--- src/include/ingress_cfg.svh ---
`ifndef INGRESS_CFG_SVH
`define INGRESS_CFG_SVH

// datapath widths
`define DW_W        32
`define BUF_ADDR_W  11
`define BUF_OFS_W   13
`define LEN_W       10

// register indices from here up are commands
`define CMD_OFFSET  32'h80

// control registers, dword index into the control window
`define REG_STATUS_ADDR       0
`define REG_BUFFER_READY      1
`define REG_WRITE_A_ADDR      2
`define REG_WRITE_B_ADDR      3
`define REG_READ_A_ADDR       4
`define REG_READ_B_ADDR       5
`define REG_BUFFER_SIZE       6
`define REG_DEV_ADDR          7
`define REG_AUX_BUFFER_READY  8

// commands, counted from CMD_OFFSET
`define CMD_RESET           0
`define CMD_PER_WRITE       1
`define CMD_PER_WRITE_FIFO  2
`define CMD_PER_READ        3
`define CMD_PER_READ_FIFO   4
`define CMD_MEM_WRITE       5
`define CMD_MEM_READ        6
`define CMD_DMA_WRITE       7
`define CMD_DMA_READ        8
`define CMD_PING            9

`endif

--- src/hdl/tlp_pkg.sv ---
package tlp_pkg;

  // fmt field, bits 30:29 of header word 0
  typedef enum logic [1:0] {
    FMT_3DW_NO_DATA = 2'b00,
    FMT_4DW_NO_DATA = 2'b01,
    FMT_3DW_DATA    = 2'b10,
    FMT_4DW_DATA    = 2'b11
  } tlp_fmt_e;

  // where a packet is sent after its header
  typedef enum logic [1:0] {
    MEM_WRITE = 2'd0,
    CPL       = 2'd1,
    CPL_DATA  = 2'd2,
    OTHER     = 2'd3
  } tlp_kind_e;

  // type field, bits 28:24, only the values we route on
  typedef enum logic [4:0] {
    TYPE_MEM    = 5'b00000,
    TYPE_CPL    = 5'b01010,
    TYPE_CPL_LK = 5'b01011
  } tlp_type_e;

endpackage

--- src/hdl/ctrl_pkg.sv ---
package ctrl_pkg;

  // unit a command is aimed at
  typedef enum logic [1:0] {
    TGT_NONE       = 2'd0,
    TGT_PERIPHERAL = 2'd1,
    TGT_MEMORY     = 2'd2,
    TGT_DMA        = 2'd3
  } cmd_target_e;

  // transfer direction of a command
  typedef enum logic [1:0] {
    OP_NONE  = 2'd0,
    OP_WRITE = 2'd1,
    OP_READ  = 2'd2
  } cmd_op_e;

endpackage

--- src/hdl/tlp_if.sv ---
`timescale 1ns/1ps
`include "ingress_cfg.svh"

interface tlp_if import tlp_pkg::*; ();

  // header fields, valid while hdr_valid pulses and held until the next packet
  logic             hdr_valid;
  tlp_kind_e        kind;
  logic [`DW_W-1:0] addr;
  logic [`LEN_W-1:0] len;
  logic [7:0]       tag;
  logic [6:0]       lower_addr;
  logic [2:0]       status;

  // payload, one dword per beat
  logic             beat_valid;
  logic [`DW_W-1:0] beat_data;
  logic             beat_last;

  modport src (
    output hdr_valid, kind, addr, len, tag, lower_addr, status,
    output beat_valid, beat_data, beat_last
  );

  modport dst (
    input hdr_valid, kind, addr, len, tag, lower_addr, status,
    input beat_valid, beat_data, beat_last
  );

endinterface

--- src/hdl/tlp_hdr_parser.sv ---
`timescale 1ns/1ps
`include "ingress_cfg.svh"

module tlp_hdr_parser import tlp_pkg::*; (
  input  logic             clk,
  input  logic             rst,
  input  logic             i_valid,
  input  logic [`DW_W-1:0] i_data,
  input  logic             i_last,
  output logic             o_ready,
  output logic             o_unknown_tlp_stb,
  tlp_if.src               wr_bus,
  tlp_if.src               cpl_bus
);

  typedef enum logic [1:0] {
    ST_HDR,
    ST_DATA,
    ST_DROP
  } state_e;

  state_e            state;
  logic [`DW_W-1:0]  hdr [0:3];
  logic [1:0]        hdr_idx;
  logic              hdr_done;
  logic              hdr_end;
  logic              beat_valid_q;
  logic [`DW_W-1:0]  beat_data_q;
  logic              beat_last_q;
  logic              accept;
  logic              has_data;
  logic              is_4dw;
  tlp_fmt_e          fmt;
  tlp_type_e         hdr_type;
  tlp_kind_e         kind;

  assign accept = i_valid && o_ready;

  // word 0 is stored by the time the index reaches 2
  always_comb begin
    fmt      = tlp_fmt_e'(hdr[0][30:29]);
    hdr_type = tlp_type_e'(hdr[0][28:24]);
    has_data = (fmt == FMT_3DW_DATA) || (fmt == FMT_4DW_DATA);
    is_4dw   = (fmt == FMT_4DW_NO_DATA) || (fmt == FMT_4DW_DATA);
    case (hdr_type)
      TYPE_MEM: begin
        if (has_data) kind = MEM_WRITE;
        else kind = OTHER;
      end
      TYPE_CPL, TYPE_CPL_LK: begin
        if (has_data) kind = CPL_DATA;
        else kind = CPL;
      end
      default: kind = OTHER;
    endcase
  end

  assign hdr_end = (hdr_idx == 2'd3) || ((hdr_idx == 2'd2) && !is_4dw);

  always_ff @(posedge clk) begin
    hdr_done     <= 1'b0;
    beat_valid_q <= 1'b0;
    if (rst) begin
      state   <= ST_HDR;
      hdr_idx <= 2'd0;
      o_ready <= 1'b1;
    end else begin
      // one dead cycle between packets
      o_ready <= !(accept && i_last);
      if (accept) begin
        case (state)
          ST_HDR: begin
            if (hdr_end) begin
              hdr_idx  <= 2'd0;
              hdr_done <= 1'b1;
              if (!i_last) begin
                if (kind == OTHER) state <= ST_DROP;
                else state <= ST_DATA;
              end
            end else if (i_last) begin
              // truncated header, start over
              hdr_idx <= 2'd0;
            end else begin
              hdr_idx <= hdr_idx + 2'd1;
            end
          end
          ST_DATA: begin
            beat_valid_q <= 1'b1;
            if (i_last) state <= ST_HDR;
          end
          default: begin
            if (i_last) state <= ST_HDR;
          end
        endcase
      end
    end
  end

  always_ff @(posedge clk) begin
    if (accept && state == ST_HDR) hdr[hdr_idx] <= i_data;
    if (accept) begin
      beat_data_q <= i_data;
      beat_last_q <= i_last;
    end
  end

  assign o_unknown_tlp_stb  = hdr_done && (kind == OTHER);
  assign wr_bus.hdr_valid   = hdr_done && (kind == MEM_WRITE);
  assign cpl_bus.hdr_valid  = hdr_done && ((kind == CPL) || (kind == CPL_DATA));
  assign wr_bus.beat_valid  = beat_valid_q && (kind == MEM_WRITE);
  assign cpl_bus.beat_valid = beat_valid_q && (kind != MEM_WRITE);

  // both buses see the same header view, only the strobes are steered
  assign wr_bus.kind        = kind;
  assign wr_bus.addr        = {hdr[2][31:2], 2'b00};
  assign wr_bus.len         = hdr[0][`LEN_W-1:0];
  assign wr_bus.tag         = hdr[2][15:8];
  assign wr_bus.lower_addr  = hdr[2][6:0];
  assign wr_bus.status      = hdr[1][15:13];
  assign wr_bus.beat_data   = beat_data_q;
  assign wr_bus.beat_last   = beat_last_q;
  assign cpl_bus.kind       = kind;
  assign cpl_bus.addr       = {hdr[2][31:2], 2'b00};
  assign cpl_bus.len        = hdr[0][`LEN_W-1:0];
  assign cpl_bus.tag        = hdr[2][15:8];
  assign cpl_bus.lower_addr = hdr[2][6:0];
  assign cpl_bus.status     = hdr[1][15:13];
  assign cpl_bus.beat_data  = beat_data_q;
  assign cpl_bus.beat_last  = beat_last_q;

  // a packet goes to one consumer only
  assert property (@(posedge clk) disable iff (rst)
    !(wr_bus.hdr_valid && cpl_bus.hdr_valid));

  // only completions with data hand payload to the writer
  assert property (@(posedge clk) disable iff (rst)
    cpl_bus.beat_valid |-> (kind == CPL_DATA));

  assert property (@(posedge clk) disable iff (rst)
    (accept && i_last) |=> !o_ready);

endmodule

--- src/hdl/ctrl_reg_decoder.sv ---
`timescale 1ns/1ps
`include "ingress_cfg.svh"

module ctrl_reg_decoder import ctrl_pkg::*; (
  input  logic             clk,
  input  logic             rst,
  input  logic [`DW_W-1:0] i_control_addr_base,
  tlp_if.dst               wr_bus,
  output logic [`DW_W-1:0] o_write_a_addr,
  output logic [`DW_W-1:0] o_write_b_addr,
  output logic [`DW_W-1:0] o_read_a_addr,
  output logic [`DW_W-1:0] o_read_b_addr,
  output logic [`DW_W-1:0] o_status_addr,
  output logic [`DW_W-1:0] o_buffer_size,
  output logic [`DW_W-1:0] o_dev_addr,
  output logic [`DW_W-1:0] o_ping_value,
  output logic [1:0]       o_update_buf,
  output logic             o_update_buf_stb,
  output logic             o_reg_write_stb,
  output logic             o_cmd_rst_stb,
  output logic             o_cmd_wr_stb,
  output logic             o_cmd_rd_stb,
  output logic             o_cmd_ping_stb,
  output logic             o_cmd_unknown_stb,
  output logic             o_cmd_flg_fifo_stb,
  output logic             o_cmd_flg_sel_per_stb,
  output logic             o_cmd_flg_sel_mem_stb,
  output logic             o_cmd_flg_sel_dma_stb,
  output logic [`DW_W-1:0] o_cmd_data_count,
  output logic [`DW_W-1:0] o_cmd_data_address
);

  logic             first_beat;
  logic [`DW_W-1:0] reg_idx;
  logic [`DW_W-1:0] cmd_idx;
  logic             cmd_en;
  logic             cmd_fifo;
  cmd_target_e      cmd_target;
  cmd_op_e          cmd_op;

  // dword index into the control window
  assign reg_idx = (wr_bus.addr - i_control_addr_base) >> 2;
  assign cmd_en  = (reg_idx >= `CMD_OFFSET);
  assign cmd_idx = reg_idx - `CMD_OFFSET;

  always_comb begin
    case (cmd_idx)
      `CMD_PER_WRITE, `CMD_PER_WRITE_FIFO, `CMD_PER_READ, `CMD_PER_READ_FIFO:
        cmd_target = TGT_PERIPHERAL;
      `CMD_MEM_WRITE, `CMD_MEM_READ: cmd_target = TGT_MEMORY;
      `CMD_DMA_WRITE, `CMD_DMA_READ: cmd_target = TGT_DMA;
      default: cmd_target = TGT_NONE;
    endcase
    case (cmd_idx)
      `CMD_PER_WRITE, `CMD_PER_WRITE_FIFO, `CMD_MEM_WRITE, `CMD_DMA_WRITE:
        cmd_op = OP_WRITE;
      `CMD_PER_READ, `CMD_PER_READ_FIFO, `CMD_MEM_READ, `CMD_DMA_READ:
        cmd_op = OP_READ;
      default: cmd_op = OP_NONE;
    endcase
    cmd_fifo = (cmd_idx == `CMD_PER_WRITE_FIFO) || (cmd_idx == `CMD_PER_READ_FIFO);
  end

  always_ff @(posedge clk) begin
    o_update_buf_stb      <= 1'b0;
    o_reg_write_stb       <= 1'b0;
    o_cmd_rst_stb         <= 1'b0;
    o_cmd_wr_stb          <= 1'b0;
    o_cmd_rd_stb          <= 1'b0;
    o_cmd_ping_stb        <= 1'b0;
    o_cmd_unknown_stb     <= 1'b0;
    o_cmd_flg_fifo_stb    <= 1'b0;
    o_cmd_flg_sel_per_stb <= 1'b0;
    o_cmd_flg_sel_mem_stb <= 1'b0;
    o_cmd_flg_sel_dma_stb <= 1'b0;
    if (rst) begin
      first_beat         <= 1'b0;
      o_write_a_addr     <= '0;
      o_write_b_addr     <= '0;
      o_read_a_addr      <= '0;
      o_read_b_addr      <= '0;
      o_status_addr      <= '0;
      o_buffer_size      <= '0;
      o_dev_addr         <= '0;
      o_ping_value       <= '0;
      o_update_buf       <= 2'b00;
      o_cmd_data_count   <= '0;
      o_cmd_data_address <= '0;
    end else begin
      if (wr_bus.hdr_valid) first_beat <= 1'b1;
      else if (wr_bus.beat_valid) first_beat <= 1'b0;

      // only the first payload dword counts
      if (wr_bus.beat_valid && first_beat) begin
        if (cmd_en) begin
          o_cmd_data_count <= wr_bus.beat_data;
          if (cmd_idx == `CMD_RESET) begin
            o_cmd_rst_stb <= 1'b1;
          end else if (cmd_idx == `CMD_PING) begin
            o_cmd_ping_stb <= 1'b1;
            o_ping_value   <= wr_bus.beat_data;
          end else if (cmd_target == TGT_NONE) begin
            o_cmd_unknown_stb <= 1'b1;
          end else begin
            o_cmd_wr_stb          <= (cmd_op == OP_WRITE);
            o_cmd_rd_stb          <= (cmd_op == OP_READ);
            o_cmd_flg_fifo_stb    <= cmd_fifo;
            o_cmd_flg_sel_per_stb <= (cmd_target == TGT_PERIPHERAL);
            o_cmd_flg_sel_mem_stb <= (cmd_target == TGT_MEMORY);
            o_cmd_flg_sel_dma_stb <= (cmd_target == TGT_DMA);
          end
        end else begin
          o_reg_write_stb <= 1'b1;
          case (reg_idx)
            `REG_STATUS_ADDR:  o_status_addr  <= wr_bus.beat_data;
            `REG_WRITE_A_ADDR: o_write_a_addr <= wr_bus.beat_data;
            `REG_WRITE_B_ADDR: o_write_b_addr <= wr_bus.beat_data;
            `REG_READ_A_ADDR:  o_read_a_addr  <= wr_bus.beat_data;
            `REG_READ_B_ADDR:  o_read_b_addr  <= wr_bus.beat_data;
            `REG_BUFFER_SIZE:  o_buffer_size  <= wr_bus.beat_data;
            `REG_BUFFER_READY, `REG_AUX_BUFFER_READY: begin
              o_update_buf     <= wr_bus.beat_data[1:0];
              o_update_buf_stb <= 1'b1;
            end
            `REG_DEV_ADDR: begin
              o_dev_addr         <= wr_bus.beat_data;
              o_cmd_data_address <= wr_bus.beat_data;
            end
            default: ;
          endcase
        end
      end
    end
  end

  // every targeted command has exactly one direction
  assert property (@(posedge clk) disable iff (rst)
    (o_cmd_flg_sel_per_stb || o_cmd_flg_sel_mem_stb || o_cmd_flg_sel_dma_stb)
      |-> (o_cmd_wr_stb ^ o_cmd_rd_stb));

endmodule

--- src/hdl/cpl_buf_writer.sv ---
`timescale 1ns/1ps
`include "ingress_cfg.svh"

module cpl_buf_writer import tlp_pkg::*; (
  input  logic                   clk,
  input  logic                   rst,
  input  logic [`BUF_OFS_W-1:0]  i_buf_offset,
  tlp_if.dst                     cpl_bus,
  output logic                   o_buf_we,
  output logic [`BUF_ADDR_W-1:0] o_buf_addr,
  output logic [`DW_W-1:0]       o_buf_data,
  output logic                   o_cplt_pkt_stb,
  output logic [`LEN_W-1:0]      o_cplt_pkt_cnt,
  output logic [7:0]             o_cplt_pkt_tag,
  output logic [6:0]             o_cplt_pkt_lwr_addr,
  output logic [2:0]             o_cplt_sts,
  output logic                   o_unexpected_end_stb
);

  // set while a completion still owes payload
  logic              armed;
  logic [`LEN_W-1:0] beat_cnt;

  always_ff @(posedge clk) begin
    o_buf_we             <= 1'b0;
    o_cplt_pkt_stb       <= 1'b0;
    o_unexpected_end_stb <= 1'b0;
    if (rst) begin
      armed               <= 1'b0;
      beat_cnt            <= '0;
      o_buf_addr          <= '0;
      o_buf_data          <= '0;
      o_cplt_pkt_cnt      <= '0;
      o_cplt_pkt_tag      <= 8'h00;
      o_cplt_pkt_lwr_addr <= 7'h00;
      o_cplt_sts          <= 3'd0;
    end else if (cpl_bus.hdr_valid) begin
      beat_cnt <= '0;
      armed    <= (cpl_bus.kind == CPL_DATA);
      if (cpl_bus.kind == CPL_DATA) begin
        o_cplt_pkt_cnt      <= cpl_bus.len;
        o_cplt_pkt_tag      <= cpl_bus.tag;
        o_cplt_pkt_lwr_addr <= cpl_bus.lower_addr;
      end
      // an error status sticks until the next failing one
      if (cpl_bus.status != 3'd0) o_cplt_sts <= cpl_bus.status;
    end else if (armed && cpl_bus.beat_valid) begin
      o_buf_we   <= 1'b1;
      o_buf_data <= cpl_bus.beat_data;
      beat_cnt   <= beat_cnt + 1'b1;
      if (beat_cnt == '0) o_buf_addr <= i_buf_offset[`BUF_ADDR_W-1:0];
      else o_buf_addr <= o_buf_addr + 1'b1;
      if ((beat_cnt + 1'b1) == o_cplt_pkt_cnt) begin
        o_cplt_pkt_stb <= 1'b1;
        armed          <= 1'b0;
      end else if (cpl_bus.beat_last) begin
        // packet ended short of its length
        o_unexpected_end_stb <= 1'b1;
        armed                <= 1'b0;
      end
    end
  end

  assert property (@(posedge clk) disable iff (rst)
    (cpl_bus.beat_valid && (beat_cnt == o_cplt_pkt_cnt)) |=> !o_buf_we);

endmodule

--- src/hdl/pcie_ingress.sv ---
`timescale 1ns/1ps
`include "ingress_cfg.svh"

module pcie_ingress (
  input  logic                   clk,
  input  logic                   rst,

  // host to device stream
  input  logic                   i_axi_ingress_valid,
  input  logic [`DW_W-1:0]       i_axi_ingress_data,
  input  logic [3:0]             i_axi_ingress_keep,
  input  logic                   i_axi_ingress_last,
  output logic                   o_axi_ingress_ready,

  // control window
  input  logic [`DW_W-1:0]       i_control_addr_base,
  output logic [`DW_W-1:0]       o_write_a_addr,
  output logic [`DW_W-1:0]       o_write_b_addr,
  output logic [`DW_W-1:0]       o_read_a_addr,
  output logic [`DW_W-1:0]       o_read_b_addr,
  output logic [`DW_W-1:0]       o_status_addr,
  output logic [`DW_W-1:0]       o_buffer_size,
  output logic [`DW_W-1:0]       o_dev_addr,
  output logic [`DW_W-1:0]       o_ping_value,
  output logic [1:0]             o_update_buf,
  output logic                   o_update_buf_stb,
  output logic                   o_reg_write_stb,

  // commands
  output logic                   o_cmd_rst_stb,
  output logic                   o_cmd_wr_stb,
  output logic                   o_cmd_rd_stb,
  output logic                   o_cmd_ping_stb,
  output logic                   o_cmd_unknown_stb,
  output logic                   o_cmd_flg_fifo_stb,
  output logic                   o_cmd_flg_sel_per_stb,
  output logic                   o_cmd_flg_sel_mem_stb,
  output logic                   o_cmd_flg_sel_dma_stb,
  output logic [`DW_W-1:0]       o_cmd_data_count,
  output logic [`DW_W-1:0]       o_cmd_data_address,

  // completions and host buffer
  input  logic [`BUF_OFS_W-1:0]  i_buf_offset,
  output logic                   o_buf_we,
  output logic [`BUF_ADDR_W-1:0] o_buf_addr,
  output logic [`DW_W-1:0]       o_buf_data,
  output logic                   o_cplt_pkt_stb,
  output logic [`LEN_W-1:0]      o_cplt_pkt_cnt,
  output logic [7:0]             o_cplt_pkt_tag,
  output logic [6:0]             o_cplt_pkt_lwr_addr,
  output logic [2:0]             o_cplt_sts,
  output logic                   o_unknown_tlp_stb,
  output logic                   o_unexpected_end_stb
);

  // keep is not decoded, every beat is a full dword
  tlp_if wr_bus ();
  tlp_if cpl_bus ();

  tlp_hdr_parser parser_inst (
    .clk               (clk),
    .rst               (rst),
    .i_valid           (i_axi_ingress_valid),
    .i_data            (i_axi_ingress_data),
    .i_last            (i_axi_ingress_last),
    .o_ready           (o_axi_ingress_ready),
    .o_unknown_tlp_stb (o_unknown_tlp_stb),
    .wr_bus            (wr_bus.src),
    .cpl_bus           (cpl_bus.src)
  );

  // port names match the top level one to one
  ctrl_reg_decoder decoder_inst (
    .wr_bus (wr_bus.dst),
    .*
  );

  cpl_buf_writer writer_inst (
    .cpl_bus (cpl_bus.dst),
    .*
  );

endmodule

--- config.mk ---
export PLATFORM = sky130hd
export DESIGN_NAME = pcie_ingress
export DESIGN_NICKNAME = d
export VERILOG_FILES = /design/src/hdl/tlp_pkg.sv /design/src/hdl/ctrl_pkg.sv /design/src/hdl/tlp_if.sv /design/src/hdl/tlp_hdr_parser.sv /design/src/hdl/ctrl_reg_decoder.sv /design/src/hdl/cpl_buf_writer.sv /design/src/hdl/pcie_ingress.sv
export VERILOG_INCLUDE_DIRS = /design/src /design/src/include
export SDC_FILE = /design/constraint.sdc
export NUM_CORES = 1
export LEC_CHECK = 0
export BUFFER_PORTS_ARGS = -buffer_cell sky130_fd_sc_hd__buf_2
export CAP_MARGIN = 20
export CORE_MARGIN = 2
export CORE_UTILIZATION = 43
export CTS_BUF_LIST = sky130_fd_sc_hd__clkbuf_8 sky130_fd_sc_hd__clkbuf_16
export CTS_CLUSTER_SIZE = 30
export DETAILED_ROUTE_END_ITERATION = 16
export PLACE_DENSITY = 0.66
export SYNTH_ARGS = -nofsm -noshare
export SYNTH_HDL_FRONTEND = slang
export SYNTH_SLANG_ARGS = --single-unit
--- constraint.sdc ---
create_clock -name clk -period 4.8 [get_ports clk]
set_clock_uncertainty 0.1 [all_clocks]
set_input_delay 0.24 -clock clk [delete_from_list [all_inputs] [get_ports clk]]
set_output_delay 0.24 -clock clk [all_outputs]
set_load 0.02 [all_outputs]
==> metrics.md <==
| Metric | Value |
|---|---|
| Status | finished clean |
| Final Setup Violations | 0 |
| Synth warn | 0 |
| Core area | ~0.047 mm2 |
| Final Max Slew Viols | 0 |
| CTS Buffer Depth | 3 |
| Reg-to-reg slack, setup | 0.24 ns |
| Hold path startpoint | rst |
| M1 wire length | 28500 um |
| Relative slew margins | between 30% and 40% |
| Synth async-reset ratio | 0% |
| Highest-delay cell along the critical path | or4_1 |
| Tcrit/Tclk final | 95.0% |
| Synth area leaders | dfxtp_1 38%, mux2i_1 14%, edfxtp_1 12% |
| Hold Vio Cnt, Final | 0 |
| Fin cells | 3203 |
| Worst Reg-to-Reg Cells | 12 |
| Worst Max-Slew Pin Slew | roughly 1.0 ns |
| Diode count | 0 |
| Post-synth top area share | about two fifths |
| Std cell rows | 80 |
| Vias | 17000 |
| H-tree depth | 2 |
| Gr usage total | 26.4% |
| CP Capture Type | register |
| Max cap viols | 0 |
| Top-count cell post-synth | dfxtp_1 |
| Clock transition at path regs | 0.07 ns |
| Most frequent CP cell | a221oi_4 |
| Synthesized instance count | 2110 |
| Net Sw Power | 2070 uW |
| CP max FO | 7 |
| Cell Chain, Critical Path | ha_1 > and2_0 > a221oi_4 > nor3_2 > or4_1 > a221oi_4 > and3_2 > nand3_1 > o211ai_1 > nor3b_1 > nand4_1 > nor3_1 |
| Root Buffer | clkbuf_16 |
| TritonRoute pass-1 iters | 5 |
| Yosys cell types | 71 |
| # clock sinks | 479 |
| Comb pwr share | 5.6% |
| Overall routed net length | approximately 70000 um |
| Final ANT Viol Nets | 0 |
| Clk pwr share | 45.5% |
| Clk_lat worst skew | 0.61 ns |
| Internal | 6540 uW |
| Post-Syn Nets | 2238 |
| Die width | 223 um |
| I/O pins | 494 |
| WP data required | 5.19 ns |
| Ys flop type | dfxtp_1 |
| Dpl hpwl | 48200 um |
| Leak | 0.0128 uW |
| Layout cells sized above 1 | roughly a quarter |
| WS Path Type | reg2reg |
| Worst Setup Start Kind | register |
| Starting density of the core | 43.3% |
| Die height | between 200 and 250 um |
| CTS tree | yes |
| First-pass GRT wire length | roughly 100000 um |
| Reg power frac | between 40 and 50% |
| Peak VDD IR | about 0.27 mV |
| FF+latch count, synth | ~480 |
| Setup Buffers After CTS | 0 |
| Initial DRC count | 1146 |
| Cells after DPL | 3066 |
| WL/cell | approximately 21 um |
| Critical R2R Capture | decoder_inst.o_cmd_flg_fifo_stb |
| Count of port buffers added during placement | 487 |
| Global route overflow | 0 |
| WP data arrival | 4.95 ns |
| Initial antenna violation count | 0 |
| Vias in the first global route | around 16000 |
| Largest reg by FF count | parser_inst.hdr |
| Switch share | a little under a quarter |
| Layout area overhead | 23.7% |
| Metal3 WL | ~5200 um |
| # DRC | 0 |
| Avg Cell Area, Syn | 9.73 um2 |
| WHS Path Cells | 2 |
| Met2 WL post-DR | 32300 um |
| Setup TNS | 0 ns |
| Area leader, netlist | dfxtp_1 |
| Vias per inst | 5.31 |
| Hold Path End | writer_inst.o_buf_data[1] |
| GPL Wtd Cong | 0.886 |
| Hold Path Class | in2reg |
| Die area | about 0.050 mm2 |
| Max reg flops | 52 |
| Nets | about 2700 |
| CP peak stage delay | 0.58 ns |
| Mapped Area | 0.0205 mm2 |
| DR top layer | met4 |
| Min Clock Period, post-route | about 4.6 ns |
| Post-synth EDFFs | 85 |
| CP startpoint | parser_inst.hdr[2][4] |
| Seq/Total Area, Yosys | about half |
| Top cells by count, synth | 394 x dfxtp_1, 331 x nor2_1, 291 x mux2i_1 |
| RR Startpoint | parser_inst.hdr[2][4] |
| Fmax | 219 MHz |
| Num CTS Buffers | 49 |
| Largest net degree at the start of global routing | 166 |
| Pwr Density | ~340 mW/mm2 |
-- power by group through the flow --
stage	Combinational [uW]	Sequential [uW]	Clock (uW)
2_1_floorplan	321	4220	0
3_3_place_gp	436	4300	0
3_5_place_dp	442	4300	0
4_1_cts	473	4210	3990
5_1_grt	527	4210	4140
6_report	484	4210	3910
-- cell type report --
cell class / instances / area, um2
well taps: 615 / 769
inverters: 49 / 184
repair buffers: 570 / 3270
flip-flops and latches: 479 / 10400
multi-input cells: 1399 / 9070
clock inverters: 33 / 315
fillers: 4293 / 22000
clock buffers: 58 / 1350
-- how the worst max path moves through the flow --
stage	cells past startpoint	slack (ns)	end
after floorplan	16	0.62	decoder_inst.o_ping_value[10]
after global placement	16	0.16	decoder_inst.o_read_a_addr[4]
after detailed placement	14	0.1	decoder_inst.o_read_a_addr[24]
after CTS	14	0.12	decoder_inst.o_read_a_addr[24]
after global routing	15	-0.01	decoder_inst.o_cmd_flg_fifo_stb
final	12	0.24	decoder_inst.o_cmd_flg_fifo_stb
-- through the flow --
step                      instance area [um2]  utilization (%)  worst slack [ns]  hold slack (ns)  power, uW
after floorplan                         20500                -             0.616            0.227       4540
after global placement                  23200             49.0             0.160            0.340       4730
after detailed placement                23200             49.0            0.0991            0.345       4740
after CTS                               25300             53.4             0.120            0.101       8680
after global routing                    25400             53.5           -0.0148            0.145       8880
final                                   25400             53.5             0.239           0.0955       8610
-- what timing repair did --
action	CTS	global route
hold endpoints to repair	102	0
resized for setup	0	9
endpoints found under the setup margin	0	109
hold buffers	45	0
-- layout by cell type (no fill, tap or decap), drive strengths merged, types with 13 or more instances in the layout --
cell and n:
buf 525, dfxtp 394, nor2 331, mux2i 291, nand2 193, a21oi 122, edfxtp 85, nand2b 69
inv 61, clkbuf 58, dlygate4sd3 45, o21ai 45, ha 43, nor3 29, nand4 28, nand3 24
xnor2 24, xor2 19, a21o 17, clkinv 16, a211oi 13, o211ai 13
-- metal layers --
| layer | global-route usage (%) | up-vias |
|---|---|---|
| met5 | 0 | - |
| met4 | 8.94 | 0 |
| met3 | 5.82 | 106 |
| met2 | 44.4 | 642 |
| met1 | 33.5 | 8203 |
| li1 | - | 8064 |
-- critical path: cells and delay by family (launching register included) --
| kind | cells | cell delay [ns] |
|---|---|---|
| AND/OR/NAND/NOR | 8 | 2.44 |
| adder cells (fa/ha/maj) | 1 | 0.40 |
| AO/OA/AOI/OAI | 3 | 1.10 |
| flip-flops | 1 | 0.41 |
-- logic make-up after synthesis --
family	synth area share (%)
mux	14.2
simple gates	16.4
xor+xnor	1.83
flops	50.8
fa+ha+maj	2.62
compound gates	8.62
buf+inv	5.48
Note: power is estimated with default switching activity, not from simulation.
